<file path="config.mk">
export PLATFORM = sky130hd
export DESIGN_NAME = screen_reader_flat
export DESIGN_NICKNAME = d
export VERILOG_FILES = /design/src/hw/doom_update_pkg.sv /design/src/hw/pixel_link_if.sv /design/src/hw/screen_reader.sv /design/src/flat_wrapper.sv
export SDC_FILE = /design/constraint.sdc
export NUM_CORES = 1
export LEC_CHECK = 0
export BUFFER_PORTS_ARGS = -buffer_cell sky130_fd_sc_hd__buf_2
export CAP_MARGIN = 40
export CORE_MARGIN = 8
export CORE_UTILIZATION = 35
export CTS_CLUSTER_DIAMETER = 30
export CTS_CLUSTER_SIZE = 25
export DETAILED_ROUTE_END_ITERATION = 8
export GPL_TIMING_DRIVEN = 1
export SYNTH_ARGS = -nofsm -noshare
export SYNTH_HDL_FRONTEND = slang
export SYNTH_SLANG_ARGS = --single-unit
</file>
<file path="constraint.sdc">
create_clock -name clk -period 3.2 [get_ports clk]
set_clock_uncertainty 0.1 [all_clocks]
set_input_delay 0.64 -clock clk [delete_from_list [all_inputs] [get_ports clk]]
set_output_delay 0.64 -clock clk [all_outputs]
set_load 0.02 [all_outputs]
</file>
<file path="src/hw/doom_update_pkg.sv">
`default_nettype none

package doom_update_pkg;

  // frame geometry, reduced test frame
  localparam int screen_width  = 32;                          // pixels per row
  localparam int screen_height = 8;                           // rows per frame
  localparam int screen_size   = screen_width * screen_height; // pixels per frame

  // vga pixel window layout
  localparam logic [31:0] vga_px_base = 32'h0800_0000;       // window base
  localparam int          vga_x_shift = 1;                   // x field position
  localparam int          vga_y_shift = 10;                  // y field position

  // pixel buffer sizing
  localparam int fifo_depth  = 8;                             // entries == reader credits
  localparam int fifo_ptr_w  = $clog2(fifo_depth);            // ring pointer width
  localparam int credit_w    = $clog2(fifo_depth + 1);        // holds 0..fifo_depth
  localparam int count_w     = $clog2(screen_size);           // pixel counter width

  typedef logic [$clog2(screen_width)-1:0]  pixel_x_t;        // column
  typedef logic [$clog2(screen_height)-1:0] pixel_y_t;        // row
  typedef logic [7:0]                       colour_idx_t;     // palette index

  typedef struct packed {
    logic [4:0] r;                                            // red, top 5 bits
    logic [5:0] g;                                            // green, top 6 bits
    logic [4:0] b;                                            // blue, top 5 bits
  } rgb565_t;

  typedef struct packed {
    pixel_x_t    x;                                           // column tag
    pixel_y_t    y;                                           // row tag
    colour_idx_t idx;                                         // byte from screen memory
  } pixel_t;

  // screen reader FSM
  typedef enum logic [1:0] {
    st_idle,                                                  // waiting for start
    st_read_mem,                                              // mem_read held
    st_wait_credit,                                           // byte held, send when credit
    st_done                                                   // all pixels sent
  } fetch_state_t;

endpackage

`default_nettype wire

</file>
<file path="src/hw/pixel_link_if.sv">
`default_nettype none

// one-directional pixel link, flow controlled by credits
// sender starts with one credit per free receiver slot,
// receiver pulses credit once per slot it frees
interface pixel_link_if;
  import doom_update_pkg::*;

  logic   valid;                                              // one cycle per item
  pixel_t pixel;                                              // coords + index
  logic   credit;                                             // one slot freed

  // producer side
  modport sender (
    output valid,
    output pixel,
    input  credit
  );

  // consumer side, never drops an item
  modport receiver (
    input  valid,
    input  pixel,
    output credit
  );

endinterface

`default_nettype wire

</file>
<file path="src/hw/screen_reader.sv">
`default_nettype none

module screen_reader (
  input  logic                        clk,
  input  logic                        reset,
  input  logic                        start,                  // ignored while processing
  input  logic                        done,                   // frame finished, from writer
  input  logic [31:0]                 frame_base,             // first byte of the frame
  output logic [31:0]                 mem_address,
  output logic                        mem_read,
  input  logic                        mem_waitrequest,
  input  doom_update_pkg::colour_idx_t mem_readdata,
  output logic                        fetch_done,             // level, last pixel sent
  output logic                        processing,
  pixel_link_if.sender                link
);
  import doom_update_pkg::*;

  fetch_state_t          state;
  logic [31:0]           base_q;                              // frame_base latched at start
  logic [count_w-1:0]    count;                               // linear pixel index
  pixel_x_t              x;
  pixel_y_t              y;
  colour_idx_t           data_q;                              // byte waiting to be sent
  logic [credit_w-1:0]   credits;                             // free fifo slots
  logic                  accept;                              // read done this cycle
  logic                  send;
  logic                  last_px;

  assign accept  = (state == st_read_mem) && !mem_waitrequest;
  assign send    = (state == st_wait_credit) && (credits != '0);
  assign last_px = (count == count_w'(screen_size - 1));

  assign mem_read    = (state == st_read_mem);                // held through waitrequest
  assign mem_address = base_q + 32'(count);

  assign link.valid     = send;
  assign link.pixel.x   = x;                                  // tag with coords
  assign link.pixel.y   = y;
  assign link.pixel.idx = data_q;

  always_ff @(posedge clk) begin
    if (reset) begin
      state      <= st_idle;
      base_q     <= '0;
      count      <= '0;
      x          <= '0;
      y          <= '0;
      processing <= 1'b0;
      fetch_done <= 1'b0;
    end else begin
      case (state)
        st_idle: begin
          if (start && !processing) begin
            state      <= st_read_mem;                        // read issued next cycle
            base_q     <= frame_base;
            count      <= '0;
            x          <= '0;
            y          <= '0;
            processing <= 1'b1;
            fetch_done <= 1'b0;
          end
        end
        st_read_mem: begin
          if (accept) state <= st_wait_credit;               // try send next cycle
        end
        st_wait_credit: begin
          if (send) begin
            if (last_px) begin
              state      <= st_done;
              fetch_done <= 1'b1;
            end else begin
              state <= st_read_mem;
              count <= count + 1'b1;
              if (x == pixel_x_t'(screen_width - 1)) begin   // wrap to next row
                x <= '0;
                y <= y + 1'b1;
              end else begin
                x <= x + 1'b1;
              end
            end
          end
        end
        st_done: begin
          if (done) begin                                     // writer drained the frame
            state      <= st_idle;
            processing <= 1'b0;
          end
        end
        default: state <= st_idle;
      endcase
    end
  end

  always_ff @(posedge clk) begin
    if (accept) data_q <= mem_readdata;                       // capture on acceptance
  end

  // credits, spent on send and returned by fifo pulses
  always_ff @(posedge clk) begin
    if (reset) begin
      credits <= credit_w'(fifo_depth);
    end else if (send && !link.credit) begin
      credits <= credits - 1'b1;
    end else if (!send && link.credit) begin
      credits <= credits + 1'b1;
    end
  end

endmodule

`default_nettype wire

</file>
<file path="src/flat_wrapper.sv">
// flat-port wrapper written by rule: the top's interface ports become plain ports
module screen_reader_flat import doom_update_pkg::*;
  (clk, reset, start, done, frame_base, mem_address, mem_read, mem_waitrequest, mem_readdata, fetch_done, processing, link_valid, link_pixel, link_credit);
  pixel_link_if link_i ();
  input  logic clk;
  input  logic reset;
  input  logic start;
  input  logic done;
  input  logic [31:0] frame_base;
  output logic [31:0] mem_address;
  output logic mem_read;
  input  logic mem_waitrequest;
  input  doom_update_pkg::colour_idx_t mem_readdata;
  output logic fetch_done;
  output logic processing;
  output wire logic [$bits(link_i.valid)-1:0] link_valid;
  output wire logic [$bits(link_i.pixel)-1:0] link_pixel;
  input wire logic [$bits(link_i.credit)-1:0] link_credit;
  assign link_valid = link_i.valid;
  assign link_pixel = link_i.pixel;
  assign link_i.credit = link_credit;
  screen_reader u_core (.clk(clk), .reset(reset), .start(start), .done(done), .frame_base(frame_base), .mem_address(mem_address), .mem_read(mem_read), .mem_waitrequest(mem_waitrequest), .mem_readdata(mem_readdata), .fetch_done(fetch_done), .processing(processing), .link(link_i));
endmodule
</file>
; ---- Yosys cells after proc, flatten, opt, wreduce, memory -nomap -nowiden
; Cells that the tools add are included.
; Widths: inputs -> output; s select.
[word_totals]
ff_bits = 64
in_bits = 46
out_inout_bits = 52
elab_cells = 76
[classes]
addsub = 6
n_eq_ne = 12
muxes = 29
n_reduce_logical = 20
[ops]
columns = op, n
row1 = $add 32x8->32, 1
row2 = $mux 8, 3
row3 = $mux 5, 4
row4 = $pmux 8 s2, 1
row5 = $mux 3, 4
row6 = $reduce_and 4->1, 3
row7 = $mux 2, 5
row8 = $pmux 5 s2, 1
row9 = $add 8x1->8 const B, 1
row10 = $eq 8x8->1 const B, 1
row11 = $mux 4, 2
row12 = $ne 2x1->1 const B, 4
row13 = $pmux 2 s4, 1
row14 = $ne 2x2->1 const B, 3
row15 = $pmux 3 s2, 1
row16 = $reduce_bool 2->1, 3
row17 = $add 5x1->5 const B, 1
row18 = $eq 5x5->1 const B, 1
row19 = $logic_and 1x1->1, 5
row20 = $mux 1, 5
row21 = $reduce_and 5->1, 1
row22 = $add 4x1->4 const B, 1
row23 = $eq 2x2->1 const B, 2
row24 = $logic_not 1->1, 4
row25 = other kinds (8), 9

; ---- Logic depth before layout (Yosys ltp)
[depth]
ltp_word = 6
depth_mapped = 10
ltp_nobuf = 9

; ---- Worst setup path after synthesis
; No wires, ideal clock.
[synth_timing]
kind = reg2out
start = reg u_core.count[0]
end = out mem_address[24]
t_arrival_ns = 2.363
required_time_ns = 2.460
slack_ns = 0.097
path_stages_with_launch = 11
n_path_buf = 1
path_cell_list = dfxtp_1 -> ha_1 -> inv_1 -> fa_1 -> nor2b_1 -> o31a_1 -> a221o_1 -> nor2b_1 -> buf_6 -> nor3b_1 -> xor2_1
[synth_via]
elab_chain_len = 1
[synth_rtl]
columns = element, line_no
row1 = start: declaration, screen_reader.sv:21  ; logic [count_w-1:0] count;
row2 = start signal: assignment, screen_reader.sv:74  ; count <= count + 1'b1;
row3 = $add 32x8->32, screen_reader.sv:35  ; assign mem_address = base_q + 32'(count);
row4 = end: declaration, flat_wrapper.sv:10  ; output logic [31:0] mem_address;
; No other way between the ends.

; ---- Final worst setup path
[layout_timing]
start = reg u_core.count[0]
end = out mem_address[16]
; The elaborated chain is that of the path after synthesis.

==> flow_summary.ini <==
[status]
status = finished with violations
violations = setup timing

[worst_setup_path]
cp-start-kind = flop
crit_path_max_incr_delay_ns = 0.38
cp-startpoint = u_core.count[0]
cp-end-kind = primary output
worstPathMaxFanout = 5
cpMostUsedCell = nor2b_4
r2r_slack_ns = 0.62
crit_required_ns = 2.46
r2r-start = u_core.state[1]
worstPathCellList = ha_4 -> inv_2 -> fa_2 -> nor2b_4 -> o31a_1 -> a221o_1 -> nor2b_4 -> buf_6 -> and3_4 -> xor2_1 -> buf_4
arrival_ns = 2.57
path_class = flop to primary output
critical-path-slowest-cell = a221o_1

[min_path]
hp-start = u_core.base_q[7]
holdCritPathClass = flop to flop

[yosys]
ys.flop_type = dfxtp_1
ys_seq_area_share_pct = 40.1
avgSynthCellArea_um2 = 8.23
synth.cell_area_mm2 = 0.00340
synth_top_area_cell = dfxtp_1
ys_seq_elements = 64
ys_top_cells_by_area = dfxtp_1 33%, nand2_1 9.5%, a21oi_1 8.1%
synthTopCellsByCount = 86 x nand2_1, 56 x dfxtp_1, 55 x a21oi_1, 22 x nor2_1, 22 x xnor2_1
synth_cell_types = 47
synth_top_area_share_pct = 33.0
async_reset_ff_share_pct = 0
synthesis.nets = 475
yosys_warnings = 0
synth_edf_count = 8
synth.most_common_cell = nand2_1
synth_cells = 413

[routing]
viasPerCell = 4.86
wl_um = 9470
detail_route.first_pass.iterations = 4
first_iter_violations = 180
via_count = 3230
drc_errors = 0
final_antenna_net_count = 0
wl_per_cell_um = 14.3

[sta]
worst_slew_pin_slew_ns = 0.615
rsz0062_at_grt = true
fin_crit_sh_pct = 104
max_slew_margin_pct = 58.6
hold_viol = 0
fmax_mhz = 302
setup_ws_ns = -0.114
finalCriticalPeriod_ns = 3.31
finalSetupViolations = 10
slew_viol_final = 0

[finish]
multi_input_comb_area_mm2 = 0.00203
drive_above_1_share_pct = 31.1
final_area_mm2 = 0.00448
diodes = 0
nFillCells = 978
fin_util_pct = 46.7
nets = 588
syn2layout_area_growth_pct = 31.8
final-seq-area_mm2 = 0.00137

[clock_tree]
htreeDepth = 3
cts-buffers-inserted = 9
path_clk_slew_ns = 0.07
clk_latency_ns = 0.33
cts_root_buffer = clkbuf_8
clk_path_buf_depth = 2
cts_sinks = 64
cts_tree = done
hold_buffers = 0

[place]
dpl.hpwl_um = 6910
gp_congestion = 0.805
post-place-ws_ns = 0.0282
post_dp_cell_area_mm2 = 0.00407
portBuffers = 97

[grt]
grt_pass1_vias = 3151
track_usage_pct = 14.3
grt_max_degree = 46
antenna_found_initial = 0
grt_first_pass_wirelength_um = 15300
grt-ovfl-total = 0

[floorplanning]
die_h_um = 115
dieWidth_um = 115
pin_count = 98
core_area_mm2 = 0.00959
start_util_pct = 35.4
rows = 36
die_area_mm2 = 0.0131

[power]
peakVddDrop_uv = 167
p_leak_nw = 1.97
power-per-cell-area_mw_per_mm2 = 449

[flow_run]
maxCapViolations = 0
-- worst max-delay path: cells and delay by family (launching register included) --
kind,cells,cell delay [ns]
adders and majority gates,2,0.38
AOI/OAI and AO/OA,2,0.70
xor gates and xnor gates,1,0.13
DFF,1,0.34
and+or+nand+nor,3,0.36
buffers and inverters,3,0.34
-- report_power, final --
| group | switching [mW] | total, mW | internal [mW] |
|---|---|---|---|
| clock network | 0.328 | 0.607 | 0.279 |
| logic | 0.279 | 0.459 | 0.180 |
| registers | 0.0669 | 0.944 | 0.877 |
| total | 0.674 | 2.01 | 1.34 |
-- cell families after synthesis --
kind of cell	synth area share, %
adder cells (fa/ha/maj)	6.11
AND/OR/NAND/NOR	25.3
XOR/XNOR	9.54
buffers and inverters	3.13
flip-flops	40.1
multiplexers	0.295
AO/OA/AOI/OAI	15.6
-- layer usage --
metal | GRT usage, % | up-vias | share of wire (%)
met5 | 0 | - | 0
met4 | 5.77 | 0 | 0.83
met3 | 2.37 | 4 | 5.2
met2 | 23.9 | 81 | 51
met1 | 17.8 | 1486 | 43
li1 | - | 1659 | -
-- per-stage QoR --
step                      power [mW]  hold WS [ns]  std cells  TNS (ns)
after floorplan                 1.24         0.340        413         0
after global placement          1.39         0.347        634         0
after detailed placement        1.40         0.356        636         0
after CTS                       2.04         0.356        665    -0.944
after global routing            2.13         0.353        664     -1.94
final                           2.01         0.369        664    -0.748
-- timing repair --
action,4_1_cts,5_1_grt
resized for setup,29,15
pin swaps,7,9
endpoints found under the setup margin,10,23
setup buffers,12,3
gates cloned,1,0
-- flip-flops by register name, indices dropped and copies added (netlist names) --
signal,count
u_core.processing,1
u_core.fetch_done,1
u_core.y,3
u_core.data_q,8
u_core.count,8
u_core.credits,4
u_core.state,2
u_core.x,5
u_core.base_q,32
-- layout make-up --
type / instances / area share (%)
tap: 133 / 3.72
sequential: 64 / 30.5
multi-input combinational: 323 / 45.3
inverter: 7 / 0.587
clock buffer: 9 / 2.77
timing repair buffer: 121 / 16.1
clock inverter: 7 / 1.09
-- path summary, 6_finish.rpt --
| kind | endpoint | cells after the start |
|---|---|---|
| min | u_core.base_q[7] | 2 |
| max reg2reg | u_core.credits[3] | 8 |
| min reg2reg | u_core.base_q[7] | 2 |
| max | mem_address[16] | 11 |
-- placed cells by master, fill, tap and decap left out, types with 4 or more instances in the layout --
master and count:
nor2_1 21, xor2_1 14, and3_1 8, nor2b_1 8, a21o_1 6, dfxtp_1 52, clkbuf_8 9, dfxtp_2 4
nand4_1 8, buf_4 32, nand3_1 17, o21ai_0 6, inv_1 6, buf_2 85, edfxtp_1 8, xnor2_1 20
and4_1 4, clkinvlp_4 4, ha_1 12, a31oi_1 4, a21oi_1 54, nor3_1 7, nand2_1 86
No activity file was read; power rests on OpenSTA's default activity.
