### src/hw/doom_update_pkg.sv
`default_nettype none

package doom_update_pkg;

  // frame geometry, reduced test frame
  localparam int screen_width  = 32;                          // pixels per row
  localparam int screen_height = 8;                           // rows per frame
  localparam int screen_size   = screen_width * screen_height; // pixels per frame

  // vga pixel window layout
  localparam logic [31:0] vga_px_base = 32'h0800_0000;       // window base
  localparam int          vga_x_shift = 1;                   // x field position
  localparam int          vga_y_shift = 10;                  // y field position

  // pixel buffer sizing
  localparam int fifo_depth  = 8;                             // entries == reader credits
  localparam int fifo_ptr_w  = $clog2(fifo_depth);            // ring pointer width
  localparam int credit_w    = $clog2(fifo_depth + 1);        // holds 0..fifo_depth
  localparam int count_w     = $clog2(screen_size);           // pixel counter width

  typedef logic [$clog2(screen_width)-1:0]  pixel_x_t;        // column
  typedef logic [$clog2(screen_height)-1:0] pixel_y_t;        // row
  typedef logic [7:0]                       colour_idx_t;     // palette index

  typedef struct packed {
    logic [4:0] r;                                            // red, top 5 bits
    logic [5:0] g;                                            // green, top 6 bits
    logic [4:0] b;                                            // blue, top 5 bits
  } rgb565_t;

  typedef struct packed {
    pixel_x_t    x;                                           // column tag
    pixel_y_t    y;                                           // row tag
    colour_idx_t idx;                                         // byte from screen memory
  } pixel_t;

  // screen reader FSM
  typedef enum logic [1:0] {
    st_idle,                                                  // waiting for start
    st_read_mem,                                              // mem_read held
    st_wait_credit,                                           // byte held, send when credit
    st_done                                                   // all pixels sent
  } fetch_state_t;

endpackage

`default_nettype wire

### src/hw/pixel_link_if.sv
`default_nettype none

// one-directional pixel link, flow controlled by credits
// sender starts with one credit per free receiver slot,
// receiver pulses credit once per slot it frees
interface pixel_link_if;
  import doom_update_pkg::*;

  logic   valid;                                              // one cycle per item
  pixel_t pixel;                                              // coords + index
  logic   credit;                                             // one slot freed

  // producer side
  modport sender (
    output valid,
    output pixel,
    input  credit
  );

  // consumer side, never drops an item
  modport receiver (
    input  valid,
    input  pixel,
    output credit
  );

endinterface

`default_nettype wire

### src/hw/pixel_fifo.sv
`default_nettype none

module pixel_fifo (
  input  logic           clk,
  input  logic           reset,
  pixel_link_if.receiver in_link,                             // from screen reader
  pixel_link_if.sender   out_link                             // to vga writer
);
  import doom_update_pkg::*;

  localparam int draw_credits = 1;                            // writer holds a single pixel

  pixel_t                buffer [fifo_depth];                 // ring storage
  logic [fifo_ptr_w-1:0] wr_ptr;
  logic [fifo_ptr_w-1:0] rd_ptr;
  logic [credit_w-1:0]   fill;                                // entries held
  logic [$clog2(draw_credits + 1)-1:0] down_credits;          // free writer slots
  logic                  push;
  logic                  pop;

  assign push = in_link.valid;                                // sender only sends with credit
  assign pop  = (fill != '0) && (down_credits != '0);

  assign out_link.valid = pop;
  assign out_link.pixel = buffer[rd_ptr];                     // head of queue
  assign in_link.credit = pop;                                // slot freed as entry leaves

  always_ff @(posedge clk) begin
    if (push) buffer[wr_ptr] <= in_link.pixel;
  end

  always_ff @(posedge clk) begin
    if (reset) begin
      wr_ptr <= '0;
      rd_ptr <= '0;
    end else begin
      if (push) wr_ptr <= wr_ptr + 1'b1;                      // depth is a power of two
      if (pop)  rd_ptr <= rd_ptr + 1'b1;
    end
  end

  always_ff @(posedge clk) begin
    if (reset) begin
      fill <= '0;
    end else begin
      case ({push, pop})
        2'b10:   fill <= fill + 1'b1;
        2'b01:   fill <= fill - 1'b1;
        default: fill <= fill;                                // both or neither
      endcase
    end
  end

  // downstream credit, spent on pop and returned by writer
  always_ff @(posedge clk) begin
    if (reset) begin
      down_credits <= ($clog2(draw_credits + 1))'(draw_credits);
    end else if (pop && !out_link.credit) begin
      down_credits <= down_credits - 1'b1;
    end else if (!pop && out_link.credit) begin
      down_credits <= down_credits + 1'b1;
    end
  end

endmodule

`default_nettype wire

### src/flat_wrapper.sv
// flat-port wrapper written by rule: the top's interface ports become plain ports
module pixel_fifo_flat import doom_update_pkg::*;
  (clk, reset, in_link_valid, in_link_pixel, in_link_credit, out_link_valid, out_link_pixel, out_link_credit);
  pixel_link_if in_link_i ();
  pixel_link_if out_link_i ();
  input  logic clk;
  input  logic reset;
  input wire logic [$bits(in_link_i.valid)-1:0] in_link_valid;
  input wire logic [$bits(in_link_i.pixel)-1:0] in_link_pixel;
  output wire logic [$bits(in_link_i.credit)-1:0] in_link_credit;
  output wire logic [$bits(out_link_i.valid)-1:0] out_link_valid;
  output wire logic [$bits(out_link_i.pixel)-1:0] out_link_pixel;
  input wire logic [$bits(out_link_i.credit)-1:0] out_link_credit;
  assign in_link_i.valid = in_link_valid;
  assign in_link_i.pixel = in_link_pixel;
  assign in_link_credit = in_link_i.credit;
  assign out_link_valid = out_link_i.valid;
  assign out_link_pixel = out_link_i.pixel;
  assign out_link_i.credit = out_link_credit;
  pixel_fifo u_core (.clk(clk), .reset(reset), .in_link(in_link_i), .out_link(out_link_i));
endmodule
### config.mk
export PLATFORM = sky130hd
export DESIGN_NAME = pixel_fifo_flat
export DESIGN_NICKNAME = d
export VERILOG_FILES = /design/src/hw/doom_update_pkg.sv /design/src/hw/pixel_link_if.sv /design/src/hw/pixel_fifo.sv /design/src/flat_wrapper.sv
export SDC_FILE = /design/constraint.sdc
export NUM_CORES = 1
export LEC_CHECK = 0
export BUFFER_PORTS_ARGS = -buffer_cell sky130_fd_sc_hd__buf_2
export CAP_MARGIN = 10
export CORE_MARGIN = 2
export CORE_UTILIZATION = 45
export DETAILED_ROUTE_END_ITERATION = 7
export PLACE_DENSITY_LB_ADDON = 0.2
export SKIP_CTS_REPAIR_TIMING = 1
export SYNTH_ARGS = -nofsm -noshare
export SYNTH_HDL_FRONTEND = slang
export SYNTH_SLANG_ARGS = --single-unit
### constraint.sdc
create_clock -name clk -period 3.77 [get_ports clk]
set_input_delay 0.1885 -clock clk [delete_from_list [all_inputs] [get_ports clk]]
set_output_delay 0.1885 -clock clk [all_outputs]
set_load 0.1 [all_outputs]
; After elaboration in Yosys (flattened, before gate mapping)
; Memories as Yosys holds them, arrays and structs flattened. A register that Yosys moved wholly into a read port is not among the register bits.
; Index checks and enable logic that the tools add are counted.
[totals]
n_memories = 1
register_bits = 11
input_bits = 20
ram_bits = 128
elab_cells = 28
output_inout_bits = 18
[op_classes]
muxes = 7
n_addsub = 6
n_reduce_logical = 8
eq_ne = 2
[mem_list]
columns = name, words, word_bits, rd, rd_ports_with_merged_regs, wr, line_no
row1 = u_core.buffer, 8, 16, 1, 1, 1, pixel_fifo.sv:13  ; pixel_t buffer [fifo_depth];
[ops]
columns = cell, n
row1 = case mux 4 bit (2 select lines), 1
row2 = "adder 3 x 1 -> 3 bit, second input constant", 2
row3 = two-way mux 3 bit, 2
row4 = "adder 4 x 1 -> 4 bit, second input constant", 1
row5 = two-way mux 1 bit, 4
row6 = nonzero test 2 bit, 2
row7 = nonzero test 4 bit, 1
row8 = "subtractor 4 x 1 -> 4 bit, second input constant", 1
row9 = logical AND 1 bit, 3
row10 = "equality test 2 x 1 -> 1 bit, second input constant", 1
row11 = "equality test 2 bit, second input constant", 1
row12 = zero test 1 bit, 2
row13 = "adder 1 bit, second input constant", 1
row14 = "subtractor 1 bit, second input constant", 1

; Depth between registers and ports, before layout
; Gate-level depths: netlist (run 1).
[logic_depth]
word_depth = 6
depth_mapped = 9
ltp_nobuf = 8

; Worst setup path before layout (run 1)
; Ideal clock, no wire load.
[synth_path]
kind = flip-flop to flip-flop
start = register u_core.fill[1]
end = register u_core.fill[3]
path_buffers = 2
required_time_ns = 3.649
t_arrival_ns = 2.749
path_stages_with_launch = 9
slack_ns = 0.900
cell_sequence = dfxtp_1 -> buf_2 -> o41a_1 -> ha_1 -> clkbuf_1 -> nor4b_1 -> o21ai_0 -> o31ai_1 -> mux2_2
[synth_between]
elab_chain_len = 4
word_cells_on_any_way = 8
[synth_rtl]
columns = item, line_no
row1 = from (decl), pixel_fifo.sv:16  ; logic [credit_w-1:0] fill;
row2 = from (signal assigned), pixel_fifo.sv:47  ; 2'b10: fill <= fill + 1'b1;
row3 = from (signal assigned), pixel_fifo.sv:48  ; 2'b01: fill <= fill - 1'b1;
row4 = from (signal assigned), pixel_fifo.sv:49  ; default: fill <= fill;
row5 = nonzero test 4 bit (*), pixel_fifo.sv:22  ; assign pop = (fill != '0) && (down_credits != '0);
row6 = logical AND 1 bit (*), pixel_fifo.sv:22
row7 = net in_link_credit, flat_wrapper.sv:10  ; output wire logic [$bits(in_link_i.credit)-1:0] in_link_credit;
row8 = equality test 2 x 1 -> 1 bit / equality test 2 bit (equally long branches), pixel_fifo.sv:46  ; case ({push, pop})
row9 = case mux 4 bit (2 select lines) / nonzero test 2 bit (equally long branches), --
; The timed path passes the listed nets; every way through them passes the cells marked *.
; A chain may end at the register's enable or synchronous reset.

==> qor.tcl, run 1 <==
set qor(status) {complete, no violations}
set qor(finalNetCount) 340
set qor(layout-area-overhead-vs-synth_pct) 16.91
set qor(cts_tree) {built}
set qor(p_int_mw) 3.165
set qor(end_of_flow_core_utilization) 0.5423
set qor(worst_setup_path_start_kind) {flop}
set qor(worstReg2RegEnd) {u_core.fill[3]}
set qor(power.ir.vdd_worst_mv) 0.3267
set qor(r2r_start) {u_core.fill[0]}
set qor(drt-initial-drc-count) 194
set qor(worst_pin_slew_ns) 0.9670
set qor(port-buffer-count) 37
set qor(share_clk_of_total_power) 0.323
set qor(grt_max_degree) 33
set qor(syn_avg_cell_area_um2) 21.28
set qor(min-delay-path-class) {primary input to flop}
set qor(synthesis.area_um2) 5595
set qor(dieHeight_um) 115.5
set qor(synth_warnings) 0
set qor(synth-simple-area-share) 0.02929
set qor(final-setup-viol-count) 0
set qor(post_dp_cell_area_um2) 5986
set qor(setup-tns-final_ns) 0
set qor(ys_async_sr_fraction) 0
set qor(htree_num_levels) 4
set qor(avgViaCountPerCell) 5.194
set qor(critical_path.top_delay_family) {multiplexers}
set qor(timing.hold.worst_path_depth) 3
set qor(die-width_um) 115.5
set qor(worst_hold_slack_ns) 0.04522
set qor(routedLengthMet1_um) 4453
set qor(die-area_um2) 13340
set qor(power.combinational.fraction) 0.281
set qor(part_of_the_total_power_dissipated_in_sequential_elements) 0.395
set qor(core_area_um2) 12060
set qor(fin_ws_ns) 0.9655
set qor(synth_seq_cells) 142
set qor(number_of_top_level_design_ports) 38
set qor(worst-path-max-fanout) 19
set qor(met2_length_um) 4699
set qor(fillers) 936
set qor(remaining_drc_errors) 0
set qor(cellPowerDensity_nw_per_um2) 737.4
set qor(wirelength_um) 9492
set qor(grt_first_pass_wirelength_um) 14590
set qor(met3_length_um) 257
set qor(fin_worst_skew_ns) 0.008387
set qor(vias_in_the_first_global_route) 2572
set qor(cap_violations) 0
set qor(ys.flop_type) {edfxtp_1}
set qor(max_stage_delay_cell_worst_path) {dfxtp_2}
set qor(cts.reportedPaths.clkPinSlew_ns) 0.06
set qor(p_switching_mw) 1.659
set qor(number_of_antenna_violations_at_the_first_check_in_global_routing) 1
set qor(combinational_family_with_the_most_area_after_synthesis) {multiplexers}
set qor(cts-root-buf) {clkbuf_16}
set qor(syn_inst) 263
set qor(cp_num_cells) 4
set qor(post_drt_wl_per_cell_um) 19.18
set qor(antenna_violation_net_count_after_detailed_routing) 0
set qor(starting_utilization_of_the_core_area) 0.4639
set qor(final_design_area_no_fill_um2) 6541
set qor(timing.reg2reg.setup_slack_ns) 1.47
set qor(synth-edff-count) 128
set qor(synth_fa_ha_area_frac) 0.01118
set qor(ys_types) 31
set qor(final_min_period_over_clock_period) 0.7439
set qor(required_ns) 3.58
set qor(place.gp.congestion) 0.6784
set qor(swShare) 0.3438
set qor(finalWorstPathRequiredPeriod_ns) 2.804
set qor(hold_path.startpoint) {out_link_credit}
set qor(yosys.area_share.xor_xnor) 0.009392
set qor(hold-path-endpoint) {u_core.down_credits}
set qor(sequential_cell_area_um2) 4126
set qor(cts_buffers) 17
set qor(leakagePower_nw) 2.243
set qor(timing.max_slew.rel_slack) 0.3544
set qor(antenna_cells_inserted) 0
set qor(overflow_left_after_global_routing) 0
set qor(crit_path_cell_trace) {buf_4, mux4_1, mux2_2, buf_2}
set qor(report.final.slew_viol_count) 0
set qor(achievable-frequency_mhz) 356.6
set qor(gr-usage-all-layers) 0.1545
set qor(layout-drive-gt1-share) 0.2997
set qor(critPathMaxStageDelay_ns) 0.69
set qor(highest-signal-layer) {met5}
set qor(synth-seq-area-share) 0.7370
set qor(hold_viol) 0
set qor(share_of_synthesized_area_spent_on_multiplexers) 0.1854
set qor(drt_first_pass_iters) 4
set qor(dp_hpwl_um) 5563
set qor(endpoint_arrival_time_on_the_critical_path_ns) 2.62
set qor(vias) 2571
set qor(multi_input_area_um2) 1393
set qor(crit_path_category) {flop to output port}
set qor(cts_max_path_buffers) 2
set qor(place_worst_setup_slack_ns) 1.338
set qor(rsz_0062_raised_after_global_routing) {false}
set qor(timing.reg2reg.worst_path_depth) 6
set qor(worst_setup_path_end_kind) {output port}
set qor(clk_latency_ns) 0.40
set qor(fp-row-count) 40
set qor(clock_sink_count) 142
set qor(worstPathBufferInverterCount) 2
set qor(synthesis.nets) 288
set qor(synth_compound_area_frac) 0.01185
[worst reg2reg max path: cells and delay by family, from the launching register on]
family,cells,cell delay (ns)
AND/OR/NAND/NOR,1,0.32
flip-flops,1,0.36
AO/OA/AOI/OAI,3,0.73
multiplexers,1,0.36
adder cells (fa/ha/maj),1,0.42
[registers in the layout, summed over array words and instances (netlist names), named ones only]
signal               flops
u_core.rd_ptr            3
u_core.down_credits      1
u_core.wr_ptr            3
u_core.fill              4
u_core.buffer          128
[cell type report]
cell class,count,share of cell area
flip-flops and latches,142,0.6308
inverters,1,0.0005738
clock buffers,20,0.06676
repair buffers,46,0.03864
multi-input cells,107,0.2129
clock inverters,11,0.01817
well taps,168,0.03213
[layout by cell type (no fill, tap or decap), drive strengths merged]
master,count
dfxtp,14
nor3,2
mux2,17
nand2b,4
edfxtp,128
nor2,14
nor4b,1
bufinv,2
nor4,1
o21bai,1
nor4bb,1
nor2b,2
and3,1
nand2,7
a21oi,5
ha,5
clkbuf,20
o41a,1
buf,46
o31ai,1
mux4,32
inv,2
clkinv,8
xnor2,1
mux2i,2
xor2,5
or3,1
o21ai,3
[worst max-delay path by stage]
| stage | to | start |
|---|---|---|
| after floorplan | u_core.fill[3] | u_core.fill[1] |
| after global placement | out_link_pixel[12] | flop |
| after detailed placement | out_link_pixel[11] | flop |
| after CTS | out_link_pixel[12] | flop |
| after global routing | out_link_pixel[15] | flop |
| final | out_link_pixel[12] | flop |
[cell families (layout without fill, tap and decap cells)]
family,count (synthesis),in the layout
mux,51,51
xor+xnor,6,6
buf+inv,14,78
compound gates,11,11
simple gates,34,34
flops,142,142
fa+ha+maj,5,5
[power by group through the flow]
stage	clock network, mW	logic (mW)	registers [mW]
after floorplan	0	1.28	1.85
after CTS	1.59	1.37	1.91
after global routing	1.66	1.43	1.92
after global placement	0	1.36	1.94
after detailed placement	0	1.37	1.95
final	1.56	1.36	1.91
[cell usage after synthesis (5+ instances only)]
library cell | n | share of area
a21oi_1 | 5 | 0.0045
dfxtp_1 | 14 | 0.050
edfxtp_1 | 128 | 0.69
ha_1 | 5 | 0.011
mux2_2 | 17 | 0.034
mux4_1 | 28 | 0.13
nand2_1 | 7 | 0.0047
nor2_1 | 14 | 0.0094
xor2_1 | 5 | 0.0078
[layer usage]
layer,vias up,global-route usage
met5,-,0
met4,2,0.06024
met3,8,0.04184
met2,35,0.2413
met1,1327,0.2092
li1,1199,-
[stage by stage]
stage | power (mW) | cells
finish | 4.824 | 495
CTS | 4.874 | 495
global route | 5.013 | 495
floorplan | 3.127 | 263
global placement | 3.302 | 464
detailed placement | 3.315 | 464
Note: power is estimated with default switching activity, not from simulation.
==> run 2, diff against run 1 <==
==> constraint.sdc (replaced) <==
create_clock -name clk -period 2.6 [get_ports clk]
set_input_delay 0.13 -clock clk [delete_from_list [all_inputs] [get_ports clk]]
set_output_delay 0.13 -clock clk [all_outputs]
set_load 0.1 [all_outputs]
==> run 2 against run 1 <==
Compared with the run above:
- the flow now finishes with violations (hold timing)
- register-to-register slack lost 1.2 ns
- non-clock buffer count grew 13
- global-route usage increased by 0.66 points
- largest cell class unchanged
- highest routed layer unchanged
==> qor.tcl, run 2 (synthesis results as in run 1) <==
set qor(status) {finished with violations}
set qor(violations_in_the_final_reports) {hold timing}
set qor(finalWorstPathRequiredPeriod_ns) 2.386
set qor(wirelength_um) 9685 ;# +2.0%
set qor(sequential_cell_area_um2) 4125 ;# about the same
set qor(clk_latency_ns) 0.41 ;# about the same
set qor(part_of_the_total_power_dissipated_in_sequential_elements) 0.383 ;# -0.012
set qor(cts_tree) {built}
set qor(grt_max_degree) 33 ;# unchanged
set qor(p_total_mw) 6.921 ;# +43%
set qor(worstPathBufferInverterCount) 2 ;# unchanged
set qor(die-area_um2) 13340 ;# unchanged
set qor(avgViaCountPerCell) 5.253 ;# +1.1%
set qor(cts.reportedPaths.clkPinSlew_ns) 0.05 ;# about the same
set qor(timing.hold.worst_path_depth) 3 ;# unchanged
set qor(port-buffer-count) 37 ;# unchanged
set qor(antenna_cells_inserted) 0 ;# unchanged
set qor(grt_first_pass_wirelength_um) 15290 ;# +4.8%
set qor(gr-usage-all-layers) 0.1610 ;# +0.006566
set qor(overflow_left_after_global_routing) 0 ;# unchanged
set qor(drt-initial-drc-count) 153 ;# -21%
set qor(layout-drive-gt1-share) 0.3079 ;# +0.008224
set qor(dieHeight_um) 115.5 ;# unchanged
set qor(timing.reg2reg.worst_path_depth) 6 ;# unchanged
set qor(mostFrequentLayoutCells) {edfxtp_1, buf_2, mux4_1}
set qor(post_drt_wl_per_cell_um) 19.03 ;# -0.77%
set qor(swShare) 0.3500 ;# +0.006161
set qor(finalNetCount) 353 ;# +3.8%
set qor(worst_setup_path_start_kind) {flop}
set qor(final_min_period_over_clock_period) 0.9178
set qor(most_common_library_cell_in_the_layout_ignoring_fill_and_taps) {edfxtp_1}
set qor(worstReg2RegEnd) {u_core.fill[3]}
set qor(layout-area-overhead-vs-synth_pct) 18.60
set qor(power.ir.vdd_worst_mv) 0.4614 ;# +41%
set qor(hold_viol) 24 ;# +24
set qor(final-setup-viol-count) 0 ;# unchanged
set qor(required_ns) 2.47 ;# -1.11 ns
set qor(die-width_um) 115.5 ;# unchanged
set qor(place_worst_setup_slack_ns) 0.2866 ;# -1.052 ns
set qor(largest_reg_flops) 128 ;# unchanged
set qor(endpoint_arrival_time_on_the_critical_path_ns) 2.26 ;# -0.36 ns
set qor(setup-tns-final_ns) 0 ;# unchanged
set qor(remaining_drc_errors) 0 ;# unchanged
set qor(hold-path-endpoint) {u_core.down_credits}
set qor(crit_path_category) {flop to output port}
set qor(hold_path.startpoint) {out_link_credit}
set qor(end_of_flow_core_utilization) 0.5502 ;# +0.007883
set qor(leakagePower_nw) 2.296 ;# +2.4%
set qor(cap_violations) 0 ;# unchanged
set qor(dp_hpwl_um) 5929 ;# +6.6%
set qor(cellPowerDensity_nw_per_um2) 1043 ;# +41%
set qor(r2r_start) {u_core.fill[0]}
set qor(worst-path-max-fanout) 20 ;# +1
set qor(timing.reg2reg.setup_slack_ns) 0.26 ;# -1.21 ns
set qor(antenna_violation_net_count_after_detailed_routing) 0 ;# unchanged
set qor(max_stage_delay_cell_worst_path) {mux4_1}
set qor(cts_max_path_buffers) 2 ;# unchanged
set qor(vias) 2674 ;# +4.0%
set qor(vias_in_the_first_global_route) 2715 ;# +5.6%
set qor(fin_worst_skew_ns) 0.004644 ;# -0.003743 ns
set qor(rsz_0062_raised_after_global_routing) {false}
set qor(report.final.slew_viol_count) 0 ;# unchanged
set qor(cts-root-buf) {clkbuf_16}
set qor(worst_pin_slew_ns) 0.6675 ;# -0.2995 ns
set qor(fin_ws_ns) 0.2138 ;# -0.7518 ns
set qor(drt_first_pass_iters) 4 ;# unchanged
set qor(clock_sink_count) 142 ;# unchanged
set qor(fp-row-count) 40 ;# unchanged
set qor(biggestRegsByFlops) {u_core.buffer (128), u_core.fill (4)}
set qor(multi_input_area_um2) 1394 ;# about the same
set qor(cts_buffers) 17 ;# unchanged
set qor(share_clk_of_total_power) 0.310 ;# -0.013
set qor(fillers) 924 ;# -1.3%
set qor(achievable-frequency_mhz) 419.1
set qor(core_area_um2) 12060 ;# unchanged
set qor(number_of_antenna_violations_at_the_first_check_in_global_routing) 1 ;# unchanged
set qor(starting_utilization_of_the_core_area) 0.4639 ;# unchanged
set qor(worst_setup_path_end_kind) {output port}
set qor(place.gp.congestion) 0.6812 ;# +0.41%
set qor(number_of_top_level_design_ports) 38 ;# unchanged
set qor(worst_hold_slack_ns) -0.006086 ;# -0.05131 ns
set qor(crit_path_cell_trace) {buf_4, mux4_1, mux2_2, buf_2}
set qor(critical_path.top_delay_family) {multiplexers}
set qor(min-delay-path-class) {primary input to flop}
set qor(top_register) {u_core.buffer}
set qor(critPathMaxStageDelay_ns) 0.61 ;# -0.08 ns
set qor(p_int_mw) 4.498 ;# +42%
set qor(htree_num_levels) 4 ;# unchanged
set qor(power.combinational.fraction) 0.307 ;# +0.026
set qor(p_switching_mw) 2.422 ;# +46%
set qor(timing.max_slew.rel_slack) 0.5534 ;# +0.1989
run 2: power groups by stage:
stage	Combinational, mW	Clock, mW	Sequential, mW
2_1_floorplan	1.86	0	2.68
3_3_place_gp	2.14	0	2.69
3_5_place_dp	2.15	0	2.70
4_1_cts	2.16	2.19	2.65
5_1_grt	2.25	2.29	2.66
6_report	2.13	2.14	2.65
run 2: per-layer routing:
metal  vias to the layer above  global-route usage  routed length (µm)
li1                       1228                   -                   -
met1                      1378              0.2099                4294
met2                        48              0.2561                4857
met3                        18             0.04446                 345
met4                         2             0.06988                 180
met5                         -                   0                   7
run 2: worst max-delay path by stage:
stage / start / to / slack (ns) / cells past startpoint
4_1_cts: flop / out_link_pixel[12] / 0.18 / 4
3_5_place_dp: u_core.fill[0] / u_core.fill[3] / 0.29 / 6
3_3_place_gp: u_core.fill[0] / u_core.fill[3] / 0.32 / 6
2_1_floorplan: u_core.fill[1] / u_core.fill[3] / 0.02 / 8
6_report: flop / out_link_pixel[12] / 0.21 / 4
5_1_grt: u_core.fill[0] / u_core.fill[3] / 0.1 / 6
run 2: tightest hold or removal path: stages:
cell	delay [ns]
buf_2	0.09
a21oi_1	0.03
o21bai_1	0.12
run 2: through the flow:
| step | hold WS, ns | instance area [µm²] | cells |
|---|---|---|---|
| 3_3_place_gp | 0.3940 | 6066 | 473 |
| 6_report | -0.006086 | 6636 | 509 |
| 2_1_floorplan | 0.2289 | 5597 | 263 |
| 4_1_cts | -0.02296 | 6596 | 505 |
| 5_1_grt | 0.003483 | 6636 | 509 |
| 3_5_place_dp | 0.4039 | 6066 | 473 |
run 2: layout make-up:
class                           count  area share
Clock buffer                       18     0.06467
Tap cell                          168     0.03167
Inverter                            1   0.0005656
Sequential cell                   142      0.6216
Clock inverter                     14     0.01527
Multi-Input combinational cell    107      0.2100
Timing Repair Buffer               59     0.05618
